[src/rtl/pad_types_pkg.sv]
// Enumerated types shared by the pad pipeline stages and the testbench

package pad_types_pkg;

  // Who owns the overlay pins
  typedef enum logic {
    MODE_CORE = 1'b0,
    MODE_JTAG = 1'b1
  } overlay_mode_e;

  // Command opcodes for the GPIO control registers
  typedef enum logic [1:0] {
    OP_WRITE_OUT = 2'd0,  // out <= data
    OP_WRITE_OE  = 2'd1,  // oe <= data
    OP_SET_OUT   = 2'd2,  // out <= out | data
    OP_CLEAR_OUT = 2'd3   // out <= out & ~data
  } pad_op_e;

endpackage : pad_types_pkg

[src/rtl/pad_cfg_pkg.sv]
// Board-level pad configuration for the FPGA I/O wrapper.
// The top level takes its parameter defaults from here.

package pad_cfg_pkg;

  ////////////////////////////////////////////////////////////////////////////
  // Pad count and debug pin map
  ////////////////////////////////////////////////////////////////////////////

  parameter int NumPadsDefault = 16;

  parameter int JtagEnIdxDefault = 12;  // Strap, high selects JTAG
  parameter int TckIdxDefault    = 8;
  parameter int TmsIdxDefault    = 9;
  parameter int TdiIdxDefault    = 10;
  parameter int TrstIdxDefault   = 11;
  parameter int TdoIdxDefault    = 13;  // Only pad driven in JTAG mode

  ////////////////////////////////////////////////////////////////////////////
  // Masks
  ////////////////////////////////////////////////////////////////////////////

  // Pads 14 and 15 have no board connection
  parameter logic [NumPadsDefault-1:0] ConnectMaskDefault = 16'h3FFF;

  // Core view of the overlay pins while JTAG owns them.
  // Bit 9 doubles as an active-low select on the core side, so hold it high
  parameter logic [NumPadsDefault-1:0] TieOffDefault = 16'h0200;

endpackage : pad_cfg_pkg
[src/rtl/pad_bus_if.sv]
// Core-side view of the pads, passed between the overlay mux and the
// GPIO control registers.

`timescale 1ns/10ps

interface pad_bus_if
  import pad_cfg_pkg::*;
#(
  parameter int NumPads = NumPadsDefault
) ();

  logic [NumPads-1:0] core_in;      // Pad values as the core sees them
  logic [NumPads-1:0] core_out;
  logic [NumPads-1:0] core_oe;
  logic               jtag_active;  // Overlay pins taken by JTAG

  modport mux_side (
    output core_in,
    output jtag_active,
    input  core_out,
    input  core_oe
  );

  modport core_side (
    input  core_in,
    input  jtag_active,
    output core_out,
    output core_oe
  );

endinterface : pad_bus_if

[src/rtl/pad_overlay_top.sv]
// Top level of the pad path: input sync, JTAG overlay mux and GPIO control
// registers in a three-stage chain. All ports are plain vectors.

`timescale 1ns/10ps

module pad_overlay_top
  import pad_cfg_pkg::*;
  import pad_types_pkg::*;
#(
  parameter int                 NumPads     = NumPadsDefault,
  parameter int                 JtagEnIdx   = JtagEnIdxDefault,
  parameter int                 TckIdx      = TckIdxDefault,
  parameter int                 TmsIdx      = TmsIdxDefault,
  parameter int                 TdiIdx      = TdiIdxDefault,
  parameter int                 TrstIdx     = TrstIdxDefault,
  parameter int                 TdoIdx      = TdoIdxDefault,
  parameter logic [NumPads-1:0] ConnectMask = ConnectMaskDefault,
  parameter logic [NumPads-1:0] TieOff      = TieOffDefault
) (
  input  logic               clk,
  input  logic               reset_i,
  // Pads
  input  logic [NumPads-1:0] pad_in_i,
  output logic [NumPads-1:0] pad_out_o,
  output logic [NumPads-1:0] pad_oe_o,
  // Debug port
  output logic               jtag_tck_o,
  output logic               jtag_tms_o,
  output logic               jtag_tdi_o,
  output logic               jtag_trst_no,
  input  logic               jtag_tdo_i,
  // GPIO commands
  input  logic               cmd_valid_i,
  input  pad_op_e            cmd_op_i,
  input  logic [NumPads-1:0] cmd_data_i,
  // Status
  output logic               jtag_active_o,
  output logic [NumPads-1:0] core_in_o
);

  logic [NumPads-1:0] synced;

  pad_bus_if #(.NumPads(NumPads)) core_bus ();

  pad_input_sync #(
    .NumPads     (NumPads),
    .ConnectMask (ConnectMask)
  ) u_sync (
    .clk      (clk),
    .reset_i  (reset_i),
    .pad_in_i (pad_in_i),
    .synced_o (synced)
  );

  jtag_overlay_mux #(
    .NumPads     (NumPads),
    .JtagEnIdx   (JtagEnIdx),
    .TckIdx      (TckIdx),
    .TmsIdx      (TmsIdx),
    .TdiIdx      (TdiIdx),
    .TrstIdx     (TrstIdx),
    .TdoIdx      (TdoIdx),
    .TieOff      (TieOff),
    .ConnectMask (ConnectMask)
  ) u_mux (
    .clk          (clk),
    .reset_i      (reset_i),
    .synced_i     (synced),
    .bus          (core_bus.mux_side),
    .jtag_tck_o   (jtag_tck_o),
    .jtag_tms_o   (jtag_tms_o),
    .jtag_tdi_o   (jtag_tdi_o),
    .jtag_trst_no (jtag_trst_no),
    .jtag_tdo_i   (jtag_tdo_i),
    .pad_out_o    (pad_out_o),
    .pad_oe_o     (pad_oe_o)
  );

  pad_ctrl_regs #(
    .NumPads (NumPads)
  ) u_regs (
    .clk         (clk),
    .reset_i     (reset_i),
    .cmd_valid_i (cmd_valid_i),
    .cmd_op_i    (cmd_op_i),
    .cmd_data_i  (cmd_data_i),
    .bus         (core_bus.core_side)
  );

  assign core_in_o     = core_bus.core_in;      // What the core would sample
  assign jtag_active_o = core_bus.jtag_active;

endmodule : pad_overlay_top

[src/rtl/pad_ctrl_regs.sv]
// Stand-in for the core's GPIO registers. Holds the out and oe values that
// the overlay mux sends to the pads, updated by opcode commands.

`timescale 1ns/10ps

module pad_ctrl_regs
  import pad_cfg_pkg::*;
  import pad_types_pkg::*;
#(
  parameter int NumPads = NumPadsDefault
) (
  input  logic               clk,
  input  logic               reset_i,
  input  logic               cmd_valid_i,  // Applied on every cycle it is high
  input  pad_op_e            cmd_op_i,
  input  logic [NumPads-1:0] cmd_data_i,
  pad_bus_if.core_side       bus
);

  logic [NumPads-1:0] out_q;
  logic [NumPads-1:0] oe_q;

  ////////////////////////////////////////////////////////////////////////////
  // Register update
  ////////////////////////////////////////////////////////////////////////////

  always_ff @(posedge clk) begin
    if (reset_i) begin
      out_q <= '0;
      oe_q  <= '0;
    end else if (cmd_valid_i) begin
      case (cmd_op_i)
        OP_WRITE_OUT: out_q <= cmd_data_i;
        OP_WRITE_OE:  oe_q  <= cmd_data_i;
        OP_SET_OUT:   out_q <= out_q | cmd_data_i;
        OP_CLEAR_OUT: out_q <= out_q & ~cmd_data_i;
        default: begin
          out_q <= out_q;
          oe_q  <= oe_q;
        end
      endcase
    end
  end

  // Registers keep their values across JTAG sessions; the mux decides
  // whether they reach the pads
  assign bus.core_out = out_q;
  assign bus.core_oe  = oe_q;

  ////////////////////////////////////////////////////////////////////////////
  // Checks
  ////////////////////////////////////////////////////////////////////////////

  a_op_known : assert property (
    @(posedge clk) disable iff (reset_i)
      cmd_valid_i |-> !$isunknown(cmd_op_i)
  ) else $error("Command strobe with unknown opcode");

endmodule : pad_ctrl_regs

[src/rtl/jtag_overlay_mux.sv]
// JTAG overlay between the synchronized pads and the core. While the strap
// pad is high the debug pins go to the JTAG port, the core sees tie-offs
// and only the TDO pad is driven.

`timescale 1ns/10ps

module jtag_overlay_mux
  import pad_cfg_pkg::*;
  import pad_types_pkg::*;
#(
  parameter int                 NumPads     = NumPadsDefault,
  parameter int                 JtagEnIdx   = JtagEnIdxDefault,
  parameter int                 TckIdx      = TckIdxDefault,
  parameter int                 TmsIdx      = TmsIdxDefault,
  parameter int                 TdiIdx      = TdiIdxDefault,
  parameter int                 TrstIdx     = TrstIdxDefault,
  parameter int                 TdoIdx      = TdoIdxDefault,
  parameter logic [NumPads-1:0] TieOff      = TieOffDefault,
  parameter logic [NumPads-1:0] ConnectMask = ConnectMaskDefault
) (
  input  logic               clk,
  input  logic               reset_i,
  input  logic [NumPads-1:0] synced_i,
  pad_bus_if.mux_side        bus,
  // Debug port
  output logic               jtag_tck_o,
  output logic               jtag_tms_o,
  output logic               jtag_tdi_o,
  output logic               jtag_trst_no,
  input  logic               jtag_tdo_i,
  // Pad side
  output logic [NumPads-1:0] pad_out_o,
  output logic [NumPads-1:0] pad_oe_o
);

  localparam logic [NumPads-1:0] TdoMask = NumPads'(1) << TdoIdx;

  // Every pin the overlay takes away from the core, strap included
  localparam logic [NumPads-1:0] OverlayMask = (NumPads'(1) << JtagEnIdx) |
                                               (NumPads'(1) << TckIdx)    |
                                               (NumPads'(1) << TmsIdx)    |
                                               (NumPads'(1) << TdiIdx)    |
                                               (NumPads'(1) << TrstIdx)   |
                                               TdoMask;

  localparam logic TrstInactive = 1'b1;  // TRST is active low

  overlay_mode_e      mode;
  logic [NumPads-1:0] pad_out_d, pad_out_q;
  logic [NumPads-1:0] pad_oe_d, pad_oe_q;

  ////////////////////////////////////////////////////////////////////////////
  // Mode decode and input routing
  ////////////////////////////////////////////////////////////////////////////

  assign mode = synced_i[JtagEnIdx] ? MODE_JTAG : MODE_CORE;

  assign bus.jtag_active = (mode == MODE_JTAG);

  always_comb begin
    if (mode == MODE_JTAG) begin
      jtag_tck_o   = synced_i[TckIdx];
      jtag_tms_o   = synced_i[TmsIdx];
      jtag_tdi_o   = synced_i[TdiIdx];
      jtag_trst_no = synced_i[TrstIdx];
      // Core gets fixed values on the pins it lost
      bus.core_in  = ((synced_i & ~OverlayMask) | (TieOff & OverlayMask)) & ConnectMask;
    end else begin
      // Idle debug port, TAP held out of reset
      jtag_tck_o   = TieOff[TckIdx];
      jtag_tms_o   = TieOff[TmsIdx];
      jtag_tdi_o   = TieOff[TdiIdx];
      jtag_trst_no = TrstInactive;
      bus.core_in  = synced_i;
    end
  end

  ////////////////////////////////////////////////////////////////////////////
  // Pad output registers
  ////////////////////////////////////////////////////////////////////////////

  always_comb begin
    if (mode == MODE_JTAG) begin
      pad_out_d = (bus.core_out & ~OverlayMask) | (jtag_tdo_i ? TdoMask : '0);
      pad_oe_d  = TdoMask;  // TDO is the only driven pad
    end else begin
      pad_out_d = bus.core_out;
      pad_oe_d  = bus.core_oe;
    end
  end

  always_ff @(posedge clk) begin
    if (reset_i) begin
      pad_out_q <= '0;
      pad_oe_q  <= '0;
    end else begin
      pad_out_q <= pad_out_d & ConnectMask;  // Never drive a missing pad
      pad_oe_q  <= pad_oe_d & ConnectMask;
    end
  end

  assign pad_out_o = pad_out_q;
  assign pad_oe_o  = pad_oe_q;

  ////////////////////////////////////////////////////////////////////////////
  // Checks
  ////////////////////////////////////////////////////////////////////////////

  // One cycle after JTAG owns the pins, nothing but TDO may be enabled
  a_jtag_oe_tdo_only : assert property (
    @(posedge clk) disable iff (reset_i)
      (mode == MODE_JTAG) |=> ((pad_oe_o & ~TdoMask) == '0)
  ) else $error("Pad enabled besides TDO in JTAG mode: %h", pad_oe_o);

  a_oe_connected : assert property (
    @(posedge clk) disable iff (reset_i)
      (pad_oe_o & ~ConnectMask) == '0
  ) else $error("Output enable on unconnected pad: %h", pad_oe_o);

endmodule : jtag_overlay_mux

[src/rtl/pad_input_sync.sv]
// Input stage of the pad path. Brings each pad into the clk domain through
// two flops and forces unconnected pads to read 0.

`timescale 1ns/10ps

module pad_input_sync
  import pad_cfg_pkg::*;
#(
  parameter int                 NumPads     = NumPadsDefault,
  parameter logic [NumPads-1:0] ConnectMask = ConnectMaskDefault
) (
  input  logic               clk,
  input  logic               reset_i,
  input  logic [NumPads-1:0] pad_in_i,
  output logic [NumPads-1:0] synced_o
);

  logic [NumPads-1:0] sync1_q;  // First stage, may go metastable
  logic [NumPads-1:0] sync2_q;

  ////////////////////////////////////////////////////////////////////////////
  // Two-flop synchronizer
  ////////////////////////////////////////////////////////////////////////////

  // Unconnected pads float on the board, so mask them before the first flop
  always_ff @(posedge clk) begin
    if (reset_i) begin
      sync1_q <= '0;
      sync2_q <= '0;
    end else begin
      sync1_q <= pad_in_i & ConnectMask;
      sync2_q <= sync1_q;
    end
  end

  assign synced_o = sync2_q;

  ////////////////////////////////////////////////////////////////////////////
  // Checks
  ////////////////////////////////////////////////////////////////////////////

  // Nothing downstream may ever see an unconnected pad high
  a_unconnected_low : assert property (
    @(posedge clk) disable iff (reset_i)
      (synced_o & ~ConnectMask) == '0
  ) else $error("Unconnected pad seen high after sync: %h", synced_o);

endmodule : pad_input_sync

[config.mk]
export PLATFORM = sky130hd
export DESIGN_NAME = pad_overlay_top
export DESIGN_NICKNAME = d
export VERILOG_FILES = /design/src/rtl/pad_types_pkg.sv /design/src/rtl/pad_cfg_pkg.sv /design/src/rtl/pad_bus_if.sv /design/src/rtl/pad_overlay_top.sv /design/src/rtl/pad_ctrl_regs.sv /design/src/rtl/jtag_overlay_mux.sv /design/src/rtl/pad_input_sync.sv
export SDC_FILE = /design/constraint.sdc
export NUM_CORES = 1
export LEC_CHECK = 0
export BUFFER_PORTS_ARGS = -buffer_cell sky130_fd_sc_hd__buf_4
export CAP_MARGIN = 20
export CORE_MARGIN = 1
export CORE_UTILIZATION = 42
export CTS_BUF_LIST = sky130_fd_sc_hd__clkbuf_2 sky130_fd_sc_hd__clkbuf_4 sky130_fd_sc_hd__clkbuf_8
export CTS_CLUSTER_SIZE = 25
export DETAILED_ROUTE_END_ITERATION = 10
export PLACE_DENSITY = 0.7
export SYNTH_ARGS = -nofsm -noshare
export SYNTH_HDL_FRONTEND = slang
export SYNTH_SLANG_ARGS = --single-unit
[constraint.sdc]
create_clock -name clk -period 1.4 [get_ports clk]
set_input_delay 0.07 -clock clk [delete_from_list [all_inputs] [get_ports clk]]
set_output_delay 0.07 -clock clk [all_outputs]
set_load 0.1 [all_outputs]
==> results of run 1 <==
-- layer usage --
layer	track usage	up-vias	part of all wire
met1	0.215	1025	0.46
met3	0.0324	7	0.046
met4	0.0818	0	0.016
met2	0.261	62	0.48
li1	-	1138	-
met5	0	-	0
-- area by class of cell --
class / instances / area [um^2] / share of cell area
multi-input cells: 191 / 1130 / 0.278
clock inverters: 4 / 72.6 / 0.0178
clock buffers: 12 / 153 / 0.0375
flip-flops and latches: 84 / 1680 / 0.413
well taps: 96 / 120 / 0.0295
repair buffers: 110 / 912 / 0.224
-- path summary, 6_finish.rpt --
kind	start	end	cells past startpoint	slack [ps]
max	u_sync.synced_o[12]$_SDFF_PP0_	jtag_tdi_o	3	60
min	jtag_tdo_i	u_mux.pad_out_o[13]$_SDFF_PP0_	3	40
max reg2reg	u_sync.synced_o[12]$_SDFF_PP0_	u_mux.pad_oe_o[6]$_SDFF_PP0_	2	310
min reg2reg	u_sync.sync1_q[0]$_SDFF_PP0_	u_sync.synced_o[0]$_SDFF_PP0_	1	440
-- worst min-delay path, cell delays in order --
cell	delay, ps
buf_4	80
mux2i_1	60
nor2_1	130
-- metrics by stage --
| stage | cell area (um^2) | total power [W] |
|---|---|---|
| finish | 4070 | 0.00527 |
| global route | 4070 | 0.00549 |
| CTS | 4070 | 0.00531 |
| detailed placement | 3540 | 0.00336 |
| global placement | 3540 | 0.00335 |
| floorplan | 3030 | 0.00320 |
-- cells by family after synthesis --
logic type,Yosys count,synth area share
muxes,1,0.00335
and+or+nand+nor,141,0.278
buffers and inverters,32,0.0728
other,1,0.00125
DFF,84,0.562
AOI/OAI and AO/OA,42,0.0824
-- what timing repair did --
action | in CTS | in global routing
endpoints found under the setup margin | 1 | 1
hold buffers | 28 | 0
endpoints found under the hold margin | 28 | 0
resized for setup | 5 | 1
-- sequential cells by signal, summed over array words and instances, names as in the netlist --
signal               count
u_mux.pad_oe_o          14
u_mux.pad_out_o         14
u_regs.bus.core_out     14
u_sync.synced_o         14
u_sync.sync1_q          14
u_regs.bus.core_oe      14
-- power by group through the flow --
| stage | clock (W) | combinational (W) | sequential [W] |
|---|---|---|---|
| 5_1_grt | 0.00205 | 0.000887 | 0.00254 |
| 3_3_place_gp | 0 | 0.000764 | 0.00258 |
| 6_report | 0.00190 | 0.000842 | 0.00253 |
| 2_1_floorplan | 0 | 0.000445 | 0.00276 |
| 4_1_cts | 0.00193 | 0.000843 | 0.00253 |
| 3_5_place_dp | 0 | 0.000771 | 0.00259 |
-- cells in the mapped netlist --
master    count  area, um^2
dfxtp_1      84        1680
nor2b_1      49         307
nand2_1      28         105
and2_1       20         125
buf_4        19         143
nand2b_1     16         100
nand3b_1     15         113
a31oi_1      14        87.6
o21ai_0      11        55.1
a21oi_1       9        45.0
clkbuf_1      7        26.3
and2b_1       6        45.0
a21oi_2       5        43.8
nor2_1        4        15.0
buf_2         3        15.0
buf_6         3        33.8
o21ai_1       3        15.0
and3b_1       1        8.76
conb_1        1        3.75
mux2i_1       1        10.0
or2_1         1        6.26
or2_2         1        6.26
==> qor.csv, run 1 <==
metric,value,unit
grt_max_degree,67,
cp-start-kind,flip-flop,
timing.fmax,0.748,GHz
p_int,0.00385,W
status,"complete, no violations",
critical_path_class,reg2out,
grt_pass1_wl,9370,um
seq_power_share,0.480,
syn-instance-count,301,
syn_area_per_cell,9.93,um^2
drt_wl_total,5910,um
h-tree-depth,3,
final_cell_count_no_fill,497,
p_comb_frac,0.160,
syn_area,2990,um^2
viasPerCell,4.49,
switchingPower,0.00143,W
die_x,86.4,um
endpoint_kind,primary output,
max-clock-path-buffers,2,
io_buffers,79,
antennaDiodeCount,0,
cts_setup_buffers,0,
cts.sinks,84,
crit_family,buffers and inverters,
finalSetupTns,0,ps
cpPeakStageDelay,340,ps
setup_violations,0,
grt.overflow.total,0,
synth_seq_area_share,0.562,
placed_cells,453,
core,6830,um^2
final_cell_mix,"83 x dfxtp_1, 80 x buf_4, 45 x nor2b_1, 28 x nand2_1, 28 x dlygate4sd3_1",
finClkSkew,5.24,ps
p_per_area,1300,nW/um^2
clock_latency,340,ps
hold_ws,42.6,ps
clockRootBuffer,clkbuf_8,
slew_violations,0,
slew_headroom,0.552,
antenna_found_initial,0,
dp_slack,24.2,ps
slowest_stage,dfxtp_2,
drc_errors,0,
drive_above_1_share,0.279,
clockPowerShare,0.360,
cts_tree,yes,
crit_chain,"buf_6, and2_2, buf_4",
switching_share,0.270,
yosysWarningCount,0,
fillers,611,
initial_core_util,0.438,
area_growth,36.2,%
grt_pass1_vias,1961,
drt-pass1-iter-count,4,
hold_viol_final,0,
final_util,0.596,
worst-path-buf-inv,2,
grt_util_all_layers,0.165,
ys_ff_latch,84,
clk_pin_slew,80,ps
drv_cap,0,
rsz0062_at_grt,false,
layout_commonest_cell,dfxtp_1,
finish.net_count,434,
crit_required,1330,ps
io_pins,91,
layout_min_cycle_time,1340,ps
final.period_utilization,0.955,
numCtsBuffers,9,
dr_total_vias,2232,
crit_path_max_fanout,12,
gp_congestion,0.758,
hold_class,in2reg,
power.leakage,1.70,nW
dp_hpwl,3660,um
layout_setup_ws,63.3,ps
drtIter0Drc,82,
ant_nets,0,
rows,30,
worstPathArrival,1270,ps
wl_per_cell,11.9,um
die_y,86.4,um
die_area,7460,um^2
worst_slew_pin_slew,672,ps
ir_worst_vdd,0.577,mV
yosysUniqueCellTypes,22,
Note: power is estimated with default switching activity, not from simulation.
==> inputs of run 2 (changes only) <==
--- a/config.mk
+++ b/config.mk
@@ -5,6 +5,7 @@
 export SDC_FILE = /design/constraint.sdc
 export NUM_CORES = 1
 export LEC_CHECK = 0
+export ABC_AREA = 1
 export BUFFER_PORTS_ARGS = -buffer_cell sky130_fd_sc_hd__buf_4
 export CAP_MARGIN = 20
 export CORE_MARGIN = 1
@@ -12,6 +13,7 @@
 export CTS_BUF_LIST = sky130_fd_sc_hd__clkbuf_2 sky130_fd_sc_hd__clkbuf_4 sky130_fd_sc_hd__clkbuf_8
 export CTS_CLUSTER_SIZE = 25
 export DETAILED_ROUTE_END_ITERATION = 10
+export GPL_TIMING_DRIVEN = 0
 export PLACE_DENSITY = 0.7
 export SYNTH_ARGS = -nofsm -noshare
 export SYNTH_HDL_FRONTEND = slang
==> run 2 against run 1 <==
Synthesized cell count increased by 32%. Global-route usage is 0.94 points higher. Largest cell class unchanged. Largest power group unchanged. Critical path type unchanged. Setup slack better by 110 ps. Highest routed layer unchanged. Worst hold slack worse by 13 ps. Flip-flop and latch count unchanged. Clock skew increased by 2.7 ps. Non-clock buffer count is 23 higher.
==> qor.csv, run 2 <==
metric,value,unit
drt_wl_total,5970,um
die_area,7460,um^2
drive_above_1_share,0.249,
critical_path_class,reg2out,
grt_max_degree,19,
final_cell_count_no_fill,618,
clockRootBuffer,clkbuf_8,
viasPerCell,4.05,
layout_min_cycle_time,1230,ps
io_buffers,77,
synth_seq_area_share,0.563,
postSynth.asyncResetShare,0,
h-tree-depth,3,
drtIter0Drc,83,
cp-start-kind,flip-flop,
synthAdderAreaFrac,0,
yosysUniqueCellTypes,17,
setup_violations,0,
numCtsBuffers,9,
drv_cap,0,
layout_commonest_cell,buf_4,
io_pins,91,
placed_cells,576,
initial_core_util,0.438,
slowest_stage,dfxtp_4,
area_growth,41.3,%
cts_setup_buffers,0,
max-clock-path-buffers,2,
clk_pin_slew,80,ps
clock_latency,350,ps
fillers,653,
layout_setup_ws,170,ps
cts.sinks,84,
dp_hpwl,4110,um
grt_pass1_wl,9910,um
synth_top_family_by_area,simple AND/OR/NAND/NOR gates,
grt_pass1_vias,2356,
seq_power_share,0.491,
core,6830,um^2
final_cell_mix,"91 x buf_4, 89 x nand2_1, 88 x nor2_1, 83 x dfxtp_1, 76 x inv_1",
hold_ws,29.9,ps
ir_worst_vdd,0.646,mV
clockPowerShare,0.331,
final.period_utilization,0.879,
p_comb_frac,0.178,
dr_total_vias,2500,
cpPeakStageDelay,420,ps
syn-instance-count,397,
finClkSkew,7.91,ps
p_per_area,1210,nW/um^2
yosys.area.top_type,dfxtp_1,
antennaDiodeCount,0,
crit_required,1330,ps
synth_commonest_cells,"92 x nor2_1, 90 x nand2_1, 84 x dfxtp_1, 79 x inv_1, 17 x buf_4",
syn_area_per_cell,7.53,um^2
synth_compound_area_frac,0.00502,
power.leakage,2.20,nW
syn_area,2990,um^2
finish.net_count,555,
worstPathArrival,1160,ps
grt.overflow.total,0,
yosysTopAreaCellShare,0.563,
ant_nets,0,
die_x,86.4,um
timing.hold.worst.start,jtag_tdo_i,
fin_area,4220,um^2
dp_slack,9.28,ps
drt-pass1-iter-count,4,
regToRegStartpoint,u_sync.synced_o[12]$_SDFF_PP0_,
crit_start,u_sync.synced_o[12]$_SDFF_PP0_,
p_int,0.00359,W
die_y,86.4,um
switching_share,0.299,
rsz0062_at_grt,false,
slew_violations,0,
placed_area,3740,um^2
ys.flop_type,dfxtp_1,
synth_area_leaders,"dfxtp_1 56%, nor2_1 12%, nand2_1 11%, inv_1 9.9%, buf_4 4.3%",
switchingPower,0.00153,W
gp_congestion,0.738,
status,"complete, no violations",
drc_errors,0,
cts_tree,yes,
crit_chain,"nand2_1, clkinvlp_4, buf_6",
rows,30,
yosysMostFrequentCell,nor2_1,
synthXorXnorAreaFrac,0,
hold_class,in2reg,
grt_util_all_layers,0.174,
antenna_found_initial,0,
synthMuxAreaShare,0,
yosysWarningCount,0,
crit_path_max_fanout,10,
wl_per_cell,9.66,um
timing.fmax,0.813,GHz
hold_viol_final,0,
synth-edff-count,0,
power.total,0.00513,W
endpoint_kind,primary output,
ys_ff_latch,84,
synth-simple-area-share,0.264,
==> run 2: path summary, 6_finish.rpt <==
path	end	slack [ps]	cells after the start
setup / recovery	jtag_tdi_o	170	3
hold / removal	u_mux.pad_out_o[13]$_SDFF_PP0_	30	3
setup reg to reg	u_mux.pad_oe_o[12]$_SDFF_PP0_	330	3
hold reg to reg	u_sync.synced_o[3]$_SDFF_PP0_	400	2
==> run 2: cell type report <==
| class | instances | area [um^2] | area share |
|---|---|---|---|
| buffer | 28 | 190 | 0.0450 |
| clock buffer | 9 | 124 | 0.0293 |
| clock inverter | 7 | 75.1 | 0.0178 |
| inverter | 80 | 308 | 0.0729 |
| multi-input combinational | 209 | 847 | 0.201 |
| sequential | 84 | 1690 | 0.399 |
| tap | 96 | 120 | 0.0284 |
| timing repair buffer | 105 | 873 | 0.207 |
==> run 2: routing by layer <==
metal	routed length (um)	GRT usage
met1	2630	0.198
met2	3040	0.312
met3	217	0.0410
met4	74	0.0742
met5	0	0
==> run 2: timing repair <==
item,CTS,global route
hold buffers,28,0
endpoints found under the setup margin,5,6
resized for setup,5,0
hold endpoints to repair,39,0
==> run 2: kinds of logic (layout without fill, tap and decap cells) <==
family | count (synthesis) | in the layout
other | 1 | 7
AND/OR/NAND/NOR | 199 | 199
AO/OA/AOI/OAI | 3 | 3
flip-flops | 84 | 84
buffers and inverters | 110 | 229
==> run 2: power groups by stage <==
stage / clock, W / sequential [W] / combinational, W
global route: 0.00183 / 0.00253 / 0.000979
finish: 0.00170 / 0.00252 / 0.000913
CTS: 0.00175 / 0.00252 / 0.000922
global placement: 0 / 0.00257 / 0.000849
floorplan: 0 / 0.00275 / 0.000463
detailed placement: 0 / 0.00257 / 0.000855
==> run 2: metrics by stage <==
step	util	setup TNS, ps
floorplan	-	-540
global placement	0.547	0
detailed placement	0.547	0
CTS	0.619	-12.6
global route	0.618	0
finish	0.618	0
==> run 2: worst max-delay path, delay by kind of cell (launching register included) <==
| kind | cells | cell delay (ps) |
|---|---|---|
| DFF | 1 | 420 |
| buffers and inverters | 2 | 290 |
| and+or+nand+nor | 1 | 100 |
==> inputs of run 3 (changes only) <==
--- a/config.mk
+++ b/config.mk
@@ -6,15 +6,15 @@
 export NUM_CORES = 1
 export LEC_CHECK = 0
 export ABC_AREA = 1
-export BUFFER_PORTS_ARGS = -buffer_cell sky130_fd_sc_hd__buf_4
 export CAP_MARGIN = 20
 export CORE_MARGIN = 1
 export CORE_UTILIZATION = 42
 export CTS_BUF_LIST = sky130_fd_sc_hd__clkbuf_2 sky130_fd_sc_hd__clkbuf_4 sky130_fd_sc_hd__clkbuf_8
 export CTS_CLUSTER_SIZE = 25
 export DETAILED_ROUTE_END_ITERATION = 10
+export DONT_BUFFER_PORTS = 1
 export GPL_TIMING_DRIVEN = 0
-export PLACE_DENSITY = 0.7
+export PLACE_DENSITY = 0.59
 export SYNTH_ARGS = -nofsm -noshare
 export SYNTH_HDL_FRONTEND = slang
 export SYNTH_SLANG_ARGS = --single-unit
==> run 3 against run 2 <==
The run now ends with negative setup slack left. Critical endpoint is now core_in_o[13]. Global-route usage shrank 0.28 points. Maximum frequency shrank 21%. Via count shrank 7.5%. Register-to-register slack lost 400 ps. Utilization shrank 3.7 points. Clock-buffer cell count grew 4. Setup slack lost 340 ps. Highest routed layer unchanged. Largest power group unchanged. Sequential power grew 8%. Worst hold slack gained 19 ps.
==> qor.csv, run 3 (same netlist as run 2, synthesis figures left out) <==
metric,value,unit
status,"finished, violations left",
violations,negative setup slack,
layout_min_cycle_time,1570,ps
final.period_utilization,1.12,
clockPowerShare,0.336,
endpoint_kind,primary output,
cp-start-kind,flip-flop,
rows,30,
io_pins,91,
max-clock-path-buffers,2,
drtIter0Drc,71,
dr_total_vias,2312,
die_x,86.4,um
hold_viol_final,0,
hold_class,in2reg,
io_buffers,0,
grt_max_degree,14,
layout_commonest_cell,nand2_1,
clk_pin_slew,80,ps
crit_path_max_fanout,4,
drt_wl_total,5970,um
h-tree-depth,3,
setup_violations,25,
slew_violations,0,
crit_cells,2,
hold_ws,48.9,ps
hold_depth,4,
final_cell_mix,"85 x nand2_1, 80 x dfxtp_1, 79 x nor2_1, 76 x inv_1, 34 x dlygate4sd3_1",
cts.sinks,84,
timing.hold.worst.start,cmd_op_i[0],
drt-pass1-iter-count,4,
cpPeakStageDelay,480,ps
placed_area,3160,um^2
finish.net_count,496,
wl_per_cell,10.7,um
grt.overflow.total,0,
critical_path_class,reg2out,
crit_required,1330,ps
p_per_area,1280,nW/um^2
antenna_found_initial,0,
antennaDiodeCount,0,
worstPathArrival,1500,ps
clock_latency,340,ps
grt_util_all_layers,0.171,
crit_chain,"buf_16, nor2_4",
r2r_slack,-70,ps
die_y,86.4,um
drv_cap,0,
dp_hpwl,3920,um
power.leakage,1.95,nW
drive_above_1_share,0.173,
drc_errors,0,
worst_slew_pin_slew,963,ps
core,6830,um^2
dp_slack,-280,ps
seq_power_share,0.531,
die_area,7460,um^2
finClkSkew,10.5,ps
grt_pass1_vias,2033,
crit_start,u_sync.synced_o[12]$_SDFF_PP0_,
min_to,u_regs.bus.core_out[11]$_SDFFE_PP0P_,
ant_nets,0,
rsz0062_at_grt,true,
fin_area,3970,um^2
ir_worst_vdd,0.586,mV
clockRootBuffer,clkbuf_8,
slowest_stage,nor2_4,
final_util,0.582,
switchingPower,0.00144,W
worst-path-buf-inv,1,
cts_tree,yes,
numCtsBuffers,9,
grt_pass1_wl,9670,um
r2r_end,u_mux.pad_oe_o[11]$_SDFF_PP0_,
viasPerCell,4.14,
crit_family,simple AND/OR/NAND/NOR gates,
area_growth,32.9,%
slew_headroom,0.357,
switching_share,0.282,
r2r_cells,6,
p_comb_frac,0.133,
timing.fmax,0.639,GHz
initial_core_util,0.438,
p_int,0.00366,W
gp_congestion,0.759,
regToRegStartpoint,u_sync.synced_o[12]$_SDFF_PP0_,
layout_setup_ws,-166,ps
run 3: cell types whose count changed in the layout (fill, tap and decap cells not counted), moves of 4 or more:
cell and delta:
buf_4 -69, nor2_1 -9, dlygate4sd3_1 +6, nor2_4 +6
nand2_1 -4
run 3: what timing repair did:
| item | CTS | global route |
|---|---|---|
| pin swaps | 4 | 1 |
| endpoints found under the hold margin | 43 | 0 |
| buffers inserted | 1 | 7 |
| setup endpoints to repair | 19 | 22 |
| gates cloned | 1 | 1 |
| gates resized for setup | 19 | 24 |
| hold buffers | 34 | 0 |
run 3: layer usage:
metal | global-route usage | share of wire
met1 | 0.224 | 0.45
met2 | 0.271 | 0.48
met3 | 0.0371 | 0.049
met4 | 0.0773 | 0.017
met5 | 0 | 0
run 3: final cells by class:
| type | count | area [um^2] |
|---|---|---|
| plain buffers | 30 | 225 |
| repair buffers | 44 | 464 |
| flip-flops and latches | 84 | 1690 |
| inverters | 80 | 312 |
| fillers | 628 | 2860 |
| well taps | 96 | 120 |
| clock buffers | 13 | 166 |
| multi-input cells | 209 | 961 |
| clock inverters | 2 | 35.0 |
run 3: worst max path at each step:
| stage | end |
|---|---|
| final | core_in_o[13] |
| after global routing | jtag_tck_o |
| after CTS | core_in_o[13] |
| after detailed placement | u_mux.pad_oe_o[12]$_SDFF_PP0_ |
| after global placement | u_mux.pad_oe_o[12]$_SDFF_PP0_ |
| after floorplan | core_in_o[10] |
run 3: power by group through the flow:
stage | Sequential [W] | Clock, W | Combinational [W]
final | 0.00271 | 0.00171 | 0.000677
after floorplan | 0.00275 | 0 | 0.000463
after CTS | 0.00271 | 0.00177 | 0.000631
after global routing | 0.00272 | 0.00189 | 0.000735
after global placement | 0.00276 | 0 | 0.000511
after detailed placement | 0.00276 | 0 | 0.000517
run 3: worst reg2reg max path, cell delays in order (launching register included):
cell and delay (ps):
dfxtp_4 590, buf_12 190, clkinvlp_4 160, buf_6 170, nand2_8 90, buf_8 140, nor2_2 40
run 3: metrics by stage:
stage | setup TNS, ps | total power [W] | std cells
after CTS | -1960 | 0.00511 | 550
after detailed placement | -3400 | 0.00328 | 499
after floorplan | -540 | 0.00322 | 403
after global routing | -3220 | 0.00535 | 558
after global placement | -3240 | 0.00327 | 499
final | -2210 | 0.00510 | 558
